<file path="config.mk">
export PLATFORM = sky130hd
export DESIGN_NAME = cpu_core
export DESIGN_NICKNAME = d
export VERILOG_FILES = /design/src/cpu_pkg.sv /design/src/cpu_alu.sv /design/src/cpu_bus_unit.sv /design/src/cpu_sequencer.sv /design/src/cpu_datapath.sv /design/src/cpu_core.sv
export VERILOG_INCLUDE_DIRS = /design/src
export SDC_FILE = /design/constraint.sdc
export NUM_CORES = 1
export LEC_CHECK = 0
export BUFFER_PORTS_ARGS = -buffer_cell sky130_fd_sc_hd__clkbuf_2
export CAP_MARGIN = 20
export CORE_MARGIN = 5
export CORE_UTILIZATION = 31
export DETAILED_ROUTE_END_ITERATION = 7
export PLACE_DENSITY = 0.58
export SLEW_MARGIN = 10
export SYNTH_ARGS = -nofsm -noshare
export SYNTH_HDL_FRONTEND = slang
export SYNTH_SLANG_ARGS = --single-unit
export TNS_END_PERCENT = 1
</file>
<file path="constraint.sdc">
create_clock -name i_clock -period 4.2 [get_ports i_clock]
set_input_delay 0 -clock i_clock [delete_from_list [all_inputs] [get_ports i_clock]]
set_output_delay 0 -clock i_clock [all_outputs]
set_load 0.02 [all_outputs]
</file>
<file path="src/cpu_macros.svh">
`ifndef CPU_MACROS_SVH
`define CPU_MACROS_SVH

// bus widths
`define CPU_DATA_W 8
`define CPU_ADDR_W 16

// architectural state after reset, flags in n v z c order
`define CPU_RESET_PC    16'hC000
`define CPU_RESET_FLAGS 4'b0000

// immediate forms
`define CPU_OP_LDA_IMM 8'hA9
`define CPU_OP_LDX_IMM 8'hA2
`define CPU_OP_LDY_IMM 8'hA0
`define CPU_OP_ORA_IMM 8'h09
`define CPU_OP_AND_IMM 8'h29
`define CPU_OP_EOR_IMM 8'h49
`define CPU_OP_ADC_IMM 8'h69
`define CPU_OP_SBC_IMM 8'hE9

// absolute forms
`define CPU_OP_STA_ABS 8'h8D
`define CPU_OP_STX_ABS 8'h8E
`define CPU_OP_STY_ABS 8'h8C
`define CPU_OP_JMP_ABS 8'h4C

// single byte
`define CPU_OP_CLC 8'h18
`define CPU_OP_SEC 8'h38
`define CPU_OP_INX 8'hE8
`define CPU_OP_INY 8'hC8
`define CPU_OP_DEX 8'hCA
`define CPU_OP_DEY 8'h88
`define CPU_OP_NOP 8'hEA

`endif

</file>
<file path="src/cpu_pkg.sv">
`include "cpu_macros.svh"

package cpu_pkg;

    // wishbone classic, master side
    typedef struct packed {
        logic [`CPU_ADDR_W-1:0] adr;
        logic [`CPU_DATA_W-1:0] dat;
        logic                   we;
        logic                   cyc;
        logic                   stb;
    } wb_req_t;

    typedef struct packed {
        logic [`CPU_DATA_W-1:0] dat;
        logic                   ack;
    } wb_rsp_t;

    typedef struct packed {
        logic n;
        logic v;
        logic z;
        logic c;
    } flags_t;

    typedef enum logic [2:0] {
        FETCH,
        DECODE,
        OPERAND_LO,
        OPERAND_HI,
        EXECUTE,
        WRITE
    } cpu_state_t;

    typedef enum logic [3:0] {
        ALU_HOLD,
        ALU_PASS,
        ALU_ADC,
        ALU_SBC,
        ALU_AND,
        ALU_ORA,
        ALU_EOR,
        ALU_INC,
        ALU_DEC
    } alu_op_t;

    typedef enum logic [1:0] {
        REG_NONE,
        REG_A,
        REG_X,
        REG_Y
    } reg_sel_t;

    // 6502 opcode layout aaabbbcc
    typedef struct packed {
        logic [2:0] aaa;
        logic [2:0] bbb;
        logic [1:0] cc;
    } opcode_fields_t;

    typedef union packed {
        logic [7:0]     raw;
        opcode_fields_t f;
    } opcode_u;

    typedef struct packed {
        alu_op_t    alu_op;
        reg_sel_t   src;
        reg_sel_t   dst;
        logic       nz_en;
        logic       v_en;
        logic       c_en;
        logic       c_fix;
        logic       c_val;
        // branch flag select: 0 n, 1 v, 2 c, 3 z
        logic [1:0] br_sel;
        logic       br_inv;
        logic       pc_inc;
        logic       pc_load_abs;
        logic       pc_branch;
        logic       opnd_cap;
        logic       bus_rd;
        logic       bus_wr;
        reg_sel_t   st_sel;
    } ctrl_t;

endpackage

</file>
<file path="src/cpu_alu.sv">
`timescale 1ns/1ns
`include "cpu_macros.svh"

module cpu_alu (
    input  logic                   i_clock,
    input  logic                   i_rst,
    input  cpu_pkg::alu_op_t       i_op,
    input  logic [`CPU_DATA_W-1:0] i_src1,
    input  logic [`CPU_DATA_W-1:0] i_src2,
    input  logic                   i_c_in,
    output logic [`CPU_DATA_W-1:0] o_result,
    output cpu_pkg::flags_t        o_flags
);
    import cpu_pkg::*;

    logic [`CPU_DATA_W-1:0] addend;
    logic [`CPU_DATA_W:0]   sum;
    logic [`CPU_DATA_W-1:0] result_d;
    flags_t                 flags_d;

    // subtract is an add of the inverted operand
    assign addend = (i_op == ALU_SBC) ? ~i_src2 : i_src2;
    assign sum    = {1'b0, i_src1} + {1'b0, addend} + {{`CPU_DATA_W{1'b0}}, i_c_in};

    always_comb begin
        result_d = o_result;
        flags_d  = o_flags;
        case (i_op)
            ALU_PASS: result_d = i_src2;
            ALU_ADC, ALU_SBC: begin
                result_d  = sum[`CPU_DATA_W-1:0];
                flags_d.c = sum[`CPU_DATA_W];
                // overflow when both inputs agree in sign and the result does not
                flags_d.v = ~(i_src1[`CPU_DATA_W-1] ^ addend[`CPU_DATA_W-1]) &
                            (i_src1[`CPU_DATA_W-1] ^ sum[`CPU_DATA_W-1]);
            end
            ALU_AND:  result_d = i_src1 & i_src2;
            ALU_ORA:  result_d = i_src1 | i_src2;
            ALU_EOR:  result_d = i_src1 ^ i_src2;
            ALU_INC:  result_d = i_src1 + `CPU_DATA_W'(1);
            ALU_DEC:  result_d = i_src1 - `CPU_DATA_W'(1);
            default:  ;
        endcase
        flags_d.n = result_d[`CPU_DATA_W-1];
        flags_d.z = (result_d == '0);
    end

    // output stays put while the op is hold
    always_ff @(posedge i_clock) begin
        if (i_rst) begin
            o_result <= '0;
            o_flags  <= `CPU_RESET_FLAGS;
        end else if (i_op != ALU_HOLD) begin
            o_result <= result_d;
            o_flags  <= flags_d;
        end
    end

endmodule

</file>
<file path="src/cpu_bus_unit.sv">
`timescale 1ns/1ns
`include "cpu_macros.svh"

module cpu_bus_unit (
    input  logic                   i_clock,
    input  logic                   i_rst,
    input  logic                   i_bus_go,
    input  logic                   i_bus_we,
    input  logic [`CPU_ADDR_W-1:0] i_addr,
    input  logic [`CPU_DATA_W-1:0] i_wdata,
    input  cpu_pkg::wb_rsp_t       i_wb,
    output cpu_pkg::wb_req_t       o_wb,
    output logic                   o_bus_done,
    output logic [`CPU_DATA_W-1:0] o_rdata
);
    import cpu_pkg::*;

    wb_req_t req_q;
    logic    ack_seen;

    // slave answers only while a strobe is out
    assign ack_seen = req_q.stb & i_wb.ack;

    ////////////////////
    // request register

    // address and data held from go until ack
    always_ff @(posedge i_clock) begin
        if (i_rst) begin
            req_q.we   <= 1'b0;
            req_q.cyc  <= 1'b0;
            req_q.stb  <= 1'b0;
            o_bus_done <= 1'b0;
        end else begin
            o_bus_done <= ack_seen;
            if (i_bus_go) begin
                req_q.adr <= i_addr;
                req_q.dat <= i_wdata;
                req_q.we  <= i_bus_we;
                req_q.cyc <= 1'b1;
                req_q.stb <= 1'b1;
            end else if (ack_seen) begin
                // cycle ends the clock after ack
                req_q.we  <= 1'b0;
                req_q.cyc <= 1'b0;
                req_q.stb <= 1'b0;
            end
        end
    end

    assign o_wb = req_q;

    ////////////////////
    // read buffer

    // valid together with o_bus_done
    always_ff @(posedge i_clock) begin
        if (ack_seen && !req_q.we) begin
            o_rdata <= i_wb.dat;
        end
    end

endmodule

</file>
<file path="src/cpu_sequencer.sv">
`timescale 1ns/1ns
`include "cpu_macros.svh"

module cpu_sequencer (
    input  logic                   i_clock,
    input  logic                   i_rst,
    input  logic                   i_bus_done,
    input  logic [`CPU_DATA_W-1:0] i_rdata,
    input  logic                   i_branch_bit,
    output cpu_pkg::ctrl_t         o_ctrl,
    output logic                   o_bus_go,
    output logic                   o_bus_we,
    output logic                   o_addr_sel
);
    import cpu_pkg::*;

    cpu_state_t state;
    cpu_state_t state_d;
    opcode_u    opcode;
    logic       busy;
    alu_op_t    imm_op;
    logic       is_alu_imm;
    logic       is_branch;
    logic       is_store;
    logic       two_ops;
    logic       one_op;

    ////////////////////
    // decode

    // aaa picks the op in the immediate group, 100 and 110 are not kept
    always_comb begin
        case (opcode.f.aaa)
            3'b000:  imm_op = ALU_ORA;
            3'b001:  imm_op = ALU_AND;
            3'b010:  imm_op = ALU_EOR;
            3'b011:  imm_op = ALU_ADC;
            3'b101:  imm_op = ALU_PASS;
            3'b111:  imm_op = ALU_SBC;
            default: imm_op = ALU_HOLD;
        endcase
    end

    assign is_alu_imm = (opcode.f.cc == 2'b01) && (opcode.f.bbb == 3'b010) &&
                        (imm_op != ALU_HOLD);
    assign is_branch  = (opcode.f.cc == 2'b00) && (opcode.f.bbb == 3'b100);
    assign is_store   = (opcode.raw == `CPU_OP_STA_ABS) || (opcode.raw == `CPU_OP_STX_ABS) ||
                        (opcode.raw == `CPU_OP_STY_ABS);
    assign two_ops    = is_store || (opcode.raw == `CPU_OP_JMP_ABS);
    assign one_op     = is_alu_imm || is_branch || (opcode.raw == `CPU_OP_LDX_IMM) ||
                        (opcode.raw == `CPU_OP_LDY_IMM);

    ////////////////////
    // state machine

    always_ff @(posedge i_clock) begin
        if (i_rst) begin
            state      <= FETCH;
            busy       <= 1'b0;
            opcode.raw <= `CPU_OP_NOP;
        end else begin
            state <= state_d;
            if (o_bus_go) begin
                busy <= 1'b1;
            end else if (i_bus_done) begin
                busy <= 1'b0;
            end
            if (state == FETCH && i_bus_done) begin
                opcode.raw <= i_rdata;
            end
        end
    end

    // wait states just hold the current state
    always_comb begin
        state_d = state;
        case (state)
            FETCH:      if (i_bus_done) state_d = DECODE;
            DECODE:     state_d = (one_op || two_ops) ? OPERAND_LO : EXECUTE;
            OPERAND_LO: if (i_bus_done) state_d = two_ops ? OPERAND_HI : EXECUTE;
            OPERAND_HI: if (i_bus_done) state_d = is_store ? WRITE : EXECUTE;
            EXECUTE:    state_d = FETCH;
            WRITE:      if (i_bus_done) state_d = FETCH;
            default:    state_d = FETCH;
        endcase
    end

    ////////////////////
    // control word

    always_comb begin
        o_ctrl        = '0;
        o_ctrl.br_sel = opcode.f.aaa[2:1];
        o_ctrl.br_inv = ~opcode.f.aaa[0];
        case (state)
            FETCH: begin
                o_ctrl.pc_inc = 1'b1;
                o_ctrl.bus_rd = ~busy;
            end
            OPERAND_LO, OPERAND_HI: begin
                o_ctrl.pc_inc   = 1'b1;
                o_ctrl.opnd_cap = 1'b1;
                o_ctrl.bus_rd   = ~busy;
            end
            EXECUTE: begin
                if (is_alu_imm) begin
                    o_ctrl.alu_op = imm_op;
                    o_ctrl.src    = REG_A;
                    o_ctrl.dst    = REG_A;
                    o_ctrl.nz_en  = 1'b1;
                    o_ctrl.v_en   = (imm_op == ALU_ADC) || (imm_op == ALU_SBC);
                    o_ctrl.c_en   = (imm_op == ALU_ADC) || (imm_op == ALU_SBC);
                end else if (is_branch) begin
                    // not taken means fall through to the next fetch
                    o_ctrl.pc_branch = i_branch_bit;
                end else begin
                    case (opcode.raw)
                        `CPU_OP_LDX_IMM: begin
                            o_ctrl.alu_op = ALU_PASS;
                            o_ctrl.dst    = REG_X;
                            o_ctrl.nz_en  = 1'b1;
                        end
                        `CPU_OP_LDY_IMM: begin
                            o_ctrl.alu_op = ALU_PASS;
                            o_ctrl.dst    = REG_Y;
                            o_ctrl.nz_en  = 1'b1;
                        end
                        `CPU_OP_INX, `CPU_OP_DEX: begin
                            o_ctrl.alu_op = (opcode.raw == `CPU_OP_INX) ? ALU_INC : ALU_DEC;
                            o_ctrl.src    = REG_X;
                            o_ctrl.dst    = REG_X;
                            o_ctrl.nz_en  = 1'b1;
                        end
                        `CPU_OP_INY, `CPU_OP_DEY: begin
                            o_ctrl.alu_op = (opcode.raw == `CPU_OP_INY) ? ALU_INC : ALU_DEC;
                            o_ctrl.src    = REG_Y;
                            o_ctrl.dst    = REG_Y;
                            o_ctrl.nz_en  = 1'b1;
                        end
                        `CPU_OP_CLC, `CPU_OP_SEC: begin
                            o_ctrl.c_en  = 1'b1;
                            o_ctrl.c_fix = 1'b1;
                            o_ctrl.c_val = (opcode.raw == `CPU_OP_SEC);
                        end
                        `CPU_OP_JMP_ABS: o_ctrl.pc_load_abs = 1'b1;
                        default: ;
                    endcase
                end
            end
            WRITE: begin
                o_ctrl.bus_wr = ~busy;
                case (opcode.raw)
                    `CPU_OP_STX_ABS: o_ctrl.st_sel = REG_X;
                    `CPU_OP_STY_ABS: o_ctrl.st_sel = REG_Y;
                    default:         o_ctrl.st_sel = REG_A;
                endcase
            end
            default: ;
        endcase
    end

    assign o_bus_go   = o_ctrl.bus_rd | o_ctrl.bus_wr;
    assign o_bus_we   = o_ctrl.bus_wr;
    assign o_addr_sel = (state == WRITE);

endmodule

</file>
<file path="src/cpu_datapath.sv">
`timescale 1ns/1ns
`include "cpu_macros.svh"

module cpu_datapath (
    input  logic                   i_clock,
    input  logic                   i_rst,
    input  cpu_pkg::ctrl_t         i_ctrl,
    input  logic [`CPU_DATA_W-1:0] i_rdata,
    input  logic                   i_bus_done,
    input  logic                   i_addr_sel,
    output logic [`CPU_ADDR_W-1:0] o_addr,
    output logic [`CPU_DATA_W-1:0] o_wdata,
    output logic                   o_branch_bit
);
    import cpu_pkg::*;

    logic [`CPU_DATA_W-1:0] reg_a;
    logic [`CPU_DATA_W-1:0] reg_x;
    logic [`CPU_DATA_W-1:0] reg_y;
    flags_t                 flags;
    logic [`CPU_ADDR_W-1:0] pc;
    logic [`CPU_ADDR_W-1:0] opnd_addr;
    logic [`CPU_ADDR_W-1:0] branch_ofs;
    logic [`CPU_DATA_W-1:0] alu_src1;
    logic [`CPU_DATA_W-1:0] alu_result;
    flags_t                 alu_flags;
    ctrl_t                  wb_ctrl;

    function automatic logic [`CPU_DATA_W-1:0] sel_reg(input reg_sel_t sel);
        case (sel)
            REG_A:   sel_reg = reg_a;
            REG_X:   sel_reg = reg_x;
            REG_Y:   sel_reg = reg_y;
            default: sel_reg = '0;
        endcase
    endfunction

    always_comb begin
        alu_src1 = sel_reg(i_ctrl.src);
        o_wdata  = sel_reg(i_ctrl.st_sel);
    end

    // immediate or fetched byte is always the second operand
    cpu_alu alu_i (
        .i_clock  (i_clock),
        .i_rst    (i_rst),
        .i_op     (i_ctrl.alu_op),
        .i_src1   (alu_src1),
        .i_src2   (i_rdata),
        .i_c_in   (flags.c),
        .o_result (alu_result),
        .o_flags  (alu_flags)
    );

    ////////////////////
    // register write-back

    // alu result is registered in execute, so commit one clock later
    always_ff @(posedge i_clock) begin
        if (i_rst) begin
            wb_ctrl <= '0;
            reg_a   <= '0;
            reg_x   <= '0;
            reg_y   <= '0;
            flags   <= `CPU_RESET_FLAGS;
        end else begin
            wb_ctrl <= i_ctrl;
            case (wb_ctrl.dst)
                REG_A:   reg_a <= alu_result;
                REG_X:   reg_x <= alu_result;
                REG_Y:   reg_y <= alu_result;
                default: ;
            endcase
            if (wb_ctrl.nz_en) begin
                flags.n <= alu_flags.n;
                flags.z <= alu_flags.z;
            end
            if (wb_ctrl.v_en) begin
                flags.v <= alu_flags.v;
            end
            if (wb_ctrl.c_en) begin
                flags.c <= wb_ctrl.c_fix ? wb_ctrl.c_val : alu_flags.c;
            end
        end
    end

    ////////////////////
    // program counter

    assign branch_ofs = {{(`CPU_ADDR_W - `CPU_DATA_W){i_rdata[`CPU_DATA_W-1]}}, i_rdata};

    always_ff @(posedge i_clock) begin
        if (i_rst) begin
            pc <= `CPU_RESET_PC;
        end else if (i_ctrl.pc_load_abs) begin
            pc <= opnd_addr;
        end else if (i_ctrl.pc_branch) begin
            pc <= pc + branch_ofs;
        end else if (i_ctrl.pc_inc && i_bus_done) begin
            pc <= pc + `CPU_ADDR_W'(1);
        end
    end

    // low byte arrives first, ends up in the bottom half after two reads
    always_ff @(posedge i_clock) begin
        if (i_ctrl.opnd_cap && i_bus_done) begin
            opnd_addr <= {i_rdata, opnd_addr[`CPU_ADDR_W-1:`CPU_DATA_W]};
        end
    end

    assign o_addr = i_addr_sel ? opnd_addr : pc;

    // flag compare, inverted when the branch expects a clear flag
    always_comb begin
        case (i_ctrl.br_sel)
            2'd0:    o_branch_bit = i_ctrl.br_inv ^ flags.n;
            2'd1:    o_branch_bit = i_ctrl.br_inv ^ flags.v;
            2'd2:    o_branch_bit = i_ctrl.br_inv ^ flags.c;
            default: o_branch_bit = i_ctrl.br_inv ^ flags.z;
        endcase
    end

endmodule

</file>
<file path="src/cpu_core.sv">
`timescale 1ns/1ns
`include "cpu_macros.svh"

module cpu_core (
    input  logic             i_clock,
    input  logic             i_rst,
    output cpu_pkg::wb_req_t o_wb,
    input  cpu_pkg::wb_rsp_t i_wb
);
    import cpu_pkg::*;

    ctrl_t                  ctrl;
    logic                   bus_go;
    logic                   bus_we;
    logic                   bus_done;
    logic                   addr_sel;
    logic                   branch_bit;
    logic [`CPU_ADDR_W-1:0] addr;
    logic [`CPU_DATA_W-1:0] wdata;
    logic [`CPU_DATA_W-1:0] rdata;

    cpu_bus_unit bus_i (
        .i_clock    (i_clock),
        .i_rst      (i_rst),
        .i_bus_go   (bus_go),
        .i_bus_we   (bus_we),
        .i_addr     (addr),
        .i_wdata    (wdata),
        .i_wb       (i_wb),
        .o_wb       (o_wb),
        .o_bus_done (bus_done),
        .o_rdata    (rdata)
    );

    cpu_sequencer seq_i (
        .i_clock      (i_clock),
        .i_rst        (i_rst),
        .i_bus_done   (bus_done),
        .i_rdata      (rdata),
        .i_branch_bit (branch_bit),
        .o_ctrl       (ctrl),
        .o_bus_go     (bus_go),
        .o_bus_we     (bus_we),
        .o_addr_sel   (addr_sel)
    );

    cpu_datapath dp_i (
        .i_clock      (i_clock),
        .i_rst        (i_rst),
        .i_ctrl       (ctrl),
        .i_rdata      (rdata),
        .i_bus_done   (bus_done),
        .i_addr_sel   (addr_sel),
        .o_addr       (addr),
        .o_wdata      (wdata),
        .o_branch_bit (branch_bit)
    );

endmodule

</file>
# --- After elaboration in Yosys (flattened, before gate mapping) ---
# Index checks and enable logic that the tools add are counted.
# Widths: inputs -> output; s select.
word_totals:
  ff_bits: 127
  input_bits: 11
  output_inout_bits: 27
  wordCells: 195
classes:
  addsub: 6
  eq_ne: 50
  mux: 46
  bitwise_logic: 20
  reduce_logical: 42
ops:
  columns: ["operator", "count"]
  rows:
  - ["$eq 8x8->1 const B", 9]
  - ["$mux 16", 4]
  - ["$pmux 8 s7", 1]
  - ["$pmux 8 s3", 2]
  - ["$mux 3", 11]
  - ["$eq 3x2->1 const B", 7]
  - ["$mux 9", 2]
  - ["$pmux 3 s6", 1]
  - ["$add 16x1->16 const B", 1]
  - ["$add 16x16->16", 1]
  - ["$eq 4x3->1 const B", 4]
  - ["$eq 3x3->1 const B", 5]
  - ["$pmux 3 s5", 1]
  - ["$eq 2x2->1 const B", 7]
  - ["$reduce_or 2->1", 7]
  - ["$mux 13", 1]
  - ["$mux 1", 12]
  - ["$pmux 4 s3", 1]
  - ["$reduce_or 3->1", 4]
  - ["$eq 2x1->1 const B", 5]
  - ["$add 8x8->9", 1]
  - ["$add 9x1->9", 1]
  - ["$add 8x1->8 const B", 1]
  - ["$and 8x8->8", 1]
  - ["35 further kinds", 74]

# --- Logic depth before layout (Yosys ltp) ---
depth:
  depth_word: 12
  depth_mapped: 21
  mapped_depth_nobuf: 19

# --- Hierarchy ---
# A second synthesis with hierarchy kept.
hier_totals:
  hier_cells: 805
  hier_area_um2: 7676.1
by_module_without_submodules:
  columns: ["mod", "instances", "cells_each", "area_per_inst_um2"]
  rows:
  - ["cpu_datapath", 1, 378, 3672.3]
  - ["cpu_alu", 1, 242, 1895.6]
  - ["cpu_bus_unit", 1, 46, 1093.5]
  - ["cpu_sequencer", 1, 139, 1014.7]

# --- Worst setup path after synthesis ---
# OpenSTA, ideal clock, no wires.
synth_path:
  path_type: "register to register"
  start: "reg seq_i.opcode[5] in the netlist's numbering"
  end: "reg dp_i.alu_i.o_flags[1] in the netlist's numbering"
  setup_time_ns: 0.115
  arrival_ns: 4.090
  t_required_ns: 4.085
  setup_slack_ns: -0.005
  stages_incl_launch_ff: 21
  synth_period_minus_slack_ns: 4.205
  path_cell_list: "dfxtp_1 -> buf_2 -> nor4b_1 -> a31oi_1 -> o22ai_1 -> nand2_1 -> nor2_1 -> xnor2_1 -> fa_1 -> inv_1 -> fa_1 -> a21o_1 -> a21oi_1 -> o21bai_1 -> a21oi_1 -> xnor2_1 -> a222oi_1 -> a21oi_1 -> nor2_1 -> and3_1 -> a31o_1"
synth_between:
  elab_chain_cells: 12
  elab_cells_between_ends: 49
synth_lines:
  columns: ["element", "line", "text"]
  rows:
  - ["from (decl)", "cpu_sequencer.sv:19", "opcode_u opcode;"]
  - ["$eq 8x8->1, or another cell as far along", "cpu_sequencer.sv:117", "case (opcode.raw)"]
  - ["$reduce_or 2->1, or another cell as far along", "cpu_sequencer.sv:117", null]
  - ["$pmux 2 s2, or another cell as far along", "cpu_sequencer.sv:117", null]
  - ["$mux 9 or $logic_and 1x1->1 (tied branches)", "cpu_sequencer.sv:113, cpu_sequencer.sv:44", null]
  - ["$mux 9 *", "cpu_sequencer.sv:106", "if (is_alu_imm) begin"]
  - ["$mux 13 *", "cpu_sequencer.sv:95", "case (state)"]
  - ["$eq 2x2->1, or another cell as far along", "cpu_datapath.sv:30", "case (sel)"]
  - ["$pmux 8 s3 or $mux 8 (tied branches)", "cpu_datapath.sv:30, cpu_alu.sv:22", null]
  - ["$add 8x8->9", "cpu_alu.sv:23", "assign sum = {1'b0, i_src1} + {1'b0, addend} + {{`CPU_DATA_W{1'b0}}, i_c_in};"]
  - ["$add 9x1->9", "cpu_alu.sv:23", null]
  - ["$pmux 8 s7", "cpu_alu.sv:28", "case (i_op)"]
  - ["$logic_not 8->1", "cpu_alu.sv:45", "flags_d.z = (result_d == '0);"]
  - ["to (signal assigned)", "cpu_alu.sv:52", "o_flags <= `CPU_RESET_FLAGS;"]
  - ["to (signal assigned)", "cpu_alu.sv:55", "o_flags <= flags_d;"]
  - ["to (decl)", "cpu_alu.sv:12", "output cpu_pkg::flags_t o_flags"]
# Every way passes the cells marked *; elsewhere a longest branch is shown, timed or not.
# A chain may end at the register's enable or synchronous reset.

# --- Worst setup path in the final report ---
layout_path:
  start: "reg seq_i.opcode[2] in the netlist's numbering"
  end: "reg dp_i.alu_i.o_flags[1] in the netlist's numbering"
layout_between:
  elab_chain_cells: 12
  elab_cells_between_ends: 45
layout_lines:
  columns: ["element", "line", "text"]
  rows:
  - ["$eq 8x8->1", "cpu_sequencer.sv:117", null]
  - ["$reduce_or 2->1, or another cell as far along", "cpu_sequencer.sv:117", null]
  - ["$pmux 2 s2 or $pmux 4 s3 (tied branches)", "cpu_sequencer.sv:117", null]
  - ["$mux 9", "cpu_sequencer.sv:113", "end else if (is_branch) begin"]
  - ["$mux 9 *", "cpu_sequencer.sv:106", null]
  - ["$mux 13 *", "cpu_sequencer.sv:95", null]
  - ["$eq 2x2->1, or another cell as far along", "cpu_datapath.sv:30", null]
  - ["$pmux 8 s3 or $mux 8 (tied branches)", "cpu_datapath.sv:30, cpu_alu.sv:22", null]
  - ["$add 8x8->9", "cpu_alu.sv:23", null]
  - ["$add 9x1->9", "cpu_alu.sv:23", null]
  - ["$pmux 8 s7", "cpu_alu.sv:28", null]
  - ["$logic_not 8->1", "cpu_alu.sv:45", null]
# Marked as above.

==> results.cfg <==
[timing]
tightestPinTransition_ns = 1.08
hold_viol = 0
drv_slew = 0
finalCriticalPeriod_ns = 3.91
min_period_over_period_pct = 93.1
setup_slack_ns = 0.291
rsz0062_at_grt = true
setup_viol = 0
relSlewSlack_pct = 27.7
clock.fmax_mhz = 256
clock_skew_ns = 0.0114
fin_tns_setup_ns = 0

[logic_synthesis]
yosysTopAreaCell = dfxtp_1
synth.net_count = 810
synth_top_area_share_pct = 21.4
yosysMostFrequentCell = nor2_1
yosys_warnings = 0
synthTopCellsByCount = nor2_1 (79), dfxtp_1 (77), nand2_1 (60)
synth_ff_type = dfxtp_1
ys_ff_latch = 125
synth-edff-count = 48
ys_types = 67
synthTopCellsByArea = dfxtp_1 (21%), edfxtp_1 (20%), ha_1 (7.7%)
syn_inst = 751
syn_area_per_cell_um2 = 9.57
synth_area_um2 = 7190
synthArstFlopShare_pct = 0
ys_seq_area_share_pct = 41.5

[floorplan]
initial_core_util_pct = 31.7
die_w_um = 162
die_y_um = 162
placementRows = 55
boundaryPins = 38
dieArea_um2 = 26300
core-area_um2 = 22700

[global_routing]
antenna_found_initial = 0
grt-ovfl-total = 0
grtUsageTotal_pct = 15.1
grt_pass1_wl_um = 31300
grt_max_degree = 39
first_global_vias = 5697

[job]
drv_cap = 0

[route]
ant_nets = 0
num_vias = 5946
via_per_inst = 5.23
drtIter0Drc = 443
routed-wl-met3_um = 785
wl_met1_um = 9430
wl_met2_um = 8920
wl_um = 19600
top_layer = met4
firstDrtPassIters = 6
post_drt_wl_per_cell_um = 17.3
drc = 0

[power_and_ir_drop]
p_seq_share_pct = 43.6
p_int_mw = 2.33
leakagePower_nw = 3.69
p_sw_mw = 0.659
p_total_mw = 2.99
power_density_nw_per_um2 = 341
netSwitchingFraction_pct = 22.0
clkPwrFrac_pct = 51.0
peakVddDrop_mv = 0.276
p_comb_share_pct = 5.4

[critical_path]
worst-setup-path-type = register to register
reg2reg_from = seq_i.opcode[2]$_SDFFE_PP0P_
worstSetupStartpointType = register
r2r_cells = 19
slowest_delay_ns = 0.41
cp-endpoint = dp_i.alu_i.o_flags[1]$_SDFFE_PP0N_
path_max_fanout = 8
ff2ff_setup_slack_ns = 0.29
timing.rr.end = dp_i.alu_i.o_flags[1]$_SDFFE_PP0N_
startpoint = seq_i.opcode[2]$_SDFFE_PP0P_
critical_path_arrival_ns = 4.27
worstPathCellList = nor2b_1 -> nand2_2 -> or3_1 -> and4_4 -> a21oi_2 -> fa_1 -> inv_1 -> fa_1 -> a21o_1 -> a21oi_1 -> buf_4 -> xnor2_1 -> a22oi_1 -> o21ai_0 -> a21oi_1 -> nand3_1 -> nor4_1 -> and3_1 -> a31o_1
cp_slowest_cell = or3_1
end_kind = register
required_ns = 4.56

[final_layout]
final_util_pct = 38.7
nets = 897
diodes = 0
drive_gt1_share_pct = 20.1
syn2layout_area_growth_pct = 22.2
instances_no_fill = 1136

[placement]
place.gp.congestion = 0.878
pre_cts_slack_ns = 0.112
dp_hpwl_um = 14600
port_buffers = 37
post-place-cells = 1093

[clocking]
clockBufferDepth = 2
clock_sinks = 125
cts_buffers = 17
clk_latency_ns = 0.41
cts_tree = done
root_buffer = clkbuf_16
clkTransAtPathRegs_ns = 0.06
htreeDepth = 4

[status]
outcome = completed

[hold_path]
hold_class = input port to register
==> area by class of cell <==
type | instances | area (µm²)
clock buffers | 20 | 437
clock inverters | 12 | 169
fillers | 2302 | 13900
inverters | 38 | 143
multi-input cells | 552 | 3980
flip-flops and latches | 125 | 2990
well taps | 285 | 357
repair buffers | 104 | 713
==> power by group through the flow <==
stage | Combinational [mW] | Clock (mW) | Sequential, mW
2_1_floorplan | 0.0828 | 0 | 1.34
3_3_place_gp | 0.153 | 0 | 1.33
3_5_place_dp | 0.153 | 0 | 1.33
4_1_cts | 0.161 | 1.56 | 1.30
5_1_grt | 0.178 | 1.62 | 1.31
6_report | 0.162 | 1.53 | 1.30
==> placed cells by master, fill, tap and decap left out, types with 4 or more instances in the layout <==
cell type / Yosys / layout
nand3_1: 20 / 20
and3_1: 10 / 9
a21o_1: 7 / 7
o21a_1: 9 / 9
a21oi_1: 41 / 39
mux2i_1: 36 / 36
edfxtp_1: 48 / 48
or2_2: 4 / 4
bufinv_16: 0 / 4
dlygate4sd3_1: 0 / 10
nand2_1: 60 / 60
ha_1: 44 / 44
dfxtp_1: 77 / 74
a22oi_1: 11 / 11
nor2b_1: 10 / 9
or3_1: 6 / 6
o21ai_0: 26 / 24
clkbuf_16: 0 / 17
and2_1: 14 / 14
nor3_1: 17 / 16
inv_1: 38 / 38
xor2_1: 14 / 14
fa_1: 4 / 4
mux2_2: 15 / 15
nor2_1: 79 / 76
o21bai_1: 4 / 4
nand2b_1: 13 / 13
buf_4: 2 / 57
a31oi_1: 8 / 8
a221oi_1: 12 / 12
a222oi_1: 9 / 9
xnor2_1: 19 / 19
a211oi_1: 6 / 6
nand4_1: 4 / 4
clkbuf_2: 0 / 37
==> through the flow <==
stage | hold slack (ns) | instance area [µm²]
after CTS | 0.289 | 8710
final | 0.303 | 8780
after global placement | 0.179 | 8010
after floorplan | 0.0845 | 7190
after global routing | 0.293 | 8780
after detailed placement | 0.179 | 8010
==> layer usage <==
layer | vias up | GRT usage, %
met5 | - | 0
met4 | 0 | 5.92
met3 | 31 | 2.77
li1 | 2907 | -
met1 | 2863 | 21.0
met2 | 145 | 23.4
==> how the worst min path moves through the flow <==
stage,from,endpoint,cells after the start
final,i_wb[5],bus_i.o_rdata[4]$_DFFE_PP_,2
after global routing,i_wb[3],bus_i.o_rdata[2]$_DFFE_PP_,2
after CTS,i_wb[8],bus_i.o_rdata[7]$_DFFE_PP_,2
after detailed placement,i_wb[4],bus_i.o_rdata[3]$_DFFE_PP_,1
after global placement,i_wb[8],bus_i.o_rdata[7]$_DFFE_PP_,1
after floorplan,i_rst,dp_i.wb_ctrl[14]$_SDFF_PP0_,1
==> registers in the layout (all words and copies together), names as in the netlist <==
name,flops
bus_i.o_bus_done,1
bus_i.o_rdata,8
bus_i.o_wb,26
dp_i.alu_i.o_flags,4
dp_i.alu_i.o_result,7
dp_i.flags,4
dp_i.opnd_addr,16
dp_i.pc,16
dp_i.reg_a,8
dp_i.reg_x,8
dp_i.reg_y,8
dp_i.wb_ctrl,7
seq_i.busy,1
seq_i.opcode,8
seq_i.state,3
==> critical path, delay by kind of cell (launching register included) <==
kind | cells | cell delay, ns
and+or+nand+nor | 7 | 1.46
adders and majority gates | 2 | 0.63
xor gates and xnor gates | 1 | 0.06
AOI/OAI and AO/OA | 7 | 1.11
DFF | 1 | 0.40
buffers and inverters | 2 | 0.20
==> kinds of logic (layout without fill, tap and decap cells) <==
logic type | count (synthesis) | count (layout) | synth area share (%)
buffers and inverters | 74 | 174 | 4.19
DFF | 125 | 125 | 41.5
xor gates and xnor gates | 33 | 33 | 4.02
and+or+nand+nor | 255 | 255 | 17.5
adders and majority gates | 49 | 49 | 8.93
AOI/OAI and AO/OA | 163 | 163 | 16.2
muxes | 52 | 52 | 7.67
==> repair_timing <==
| item | CTS | global route |
|---|---|---|
| resized for setup | 0 | 17 |
| hold endpoints to repair | 17 | 0 |
| hold buffers | 10 | 0 |
| buffers inserted | 0 | 1 |
| endpoints found under the setup margin | 0 | 6 |
Power figures use the tool's default switching activity.
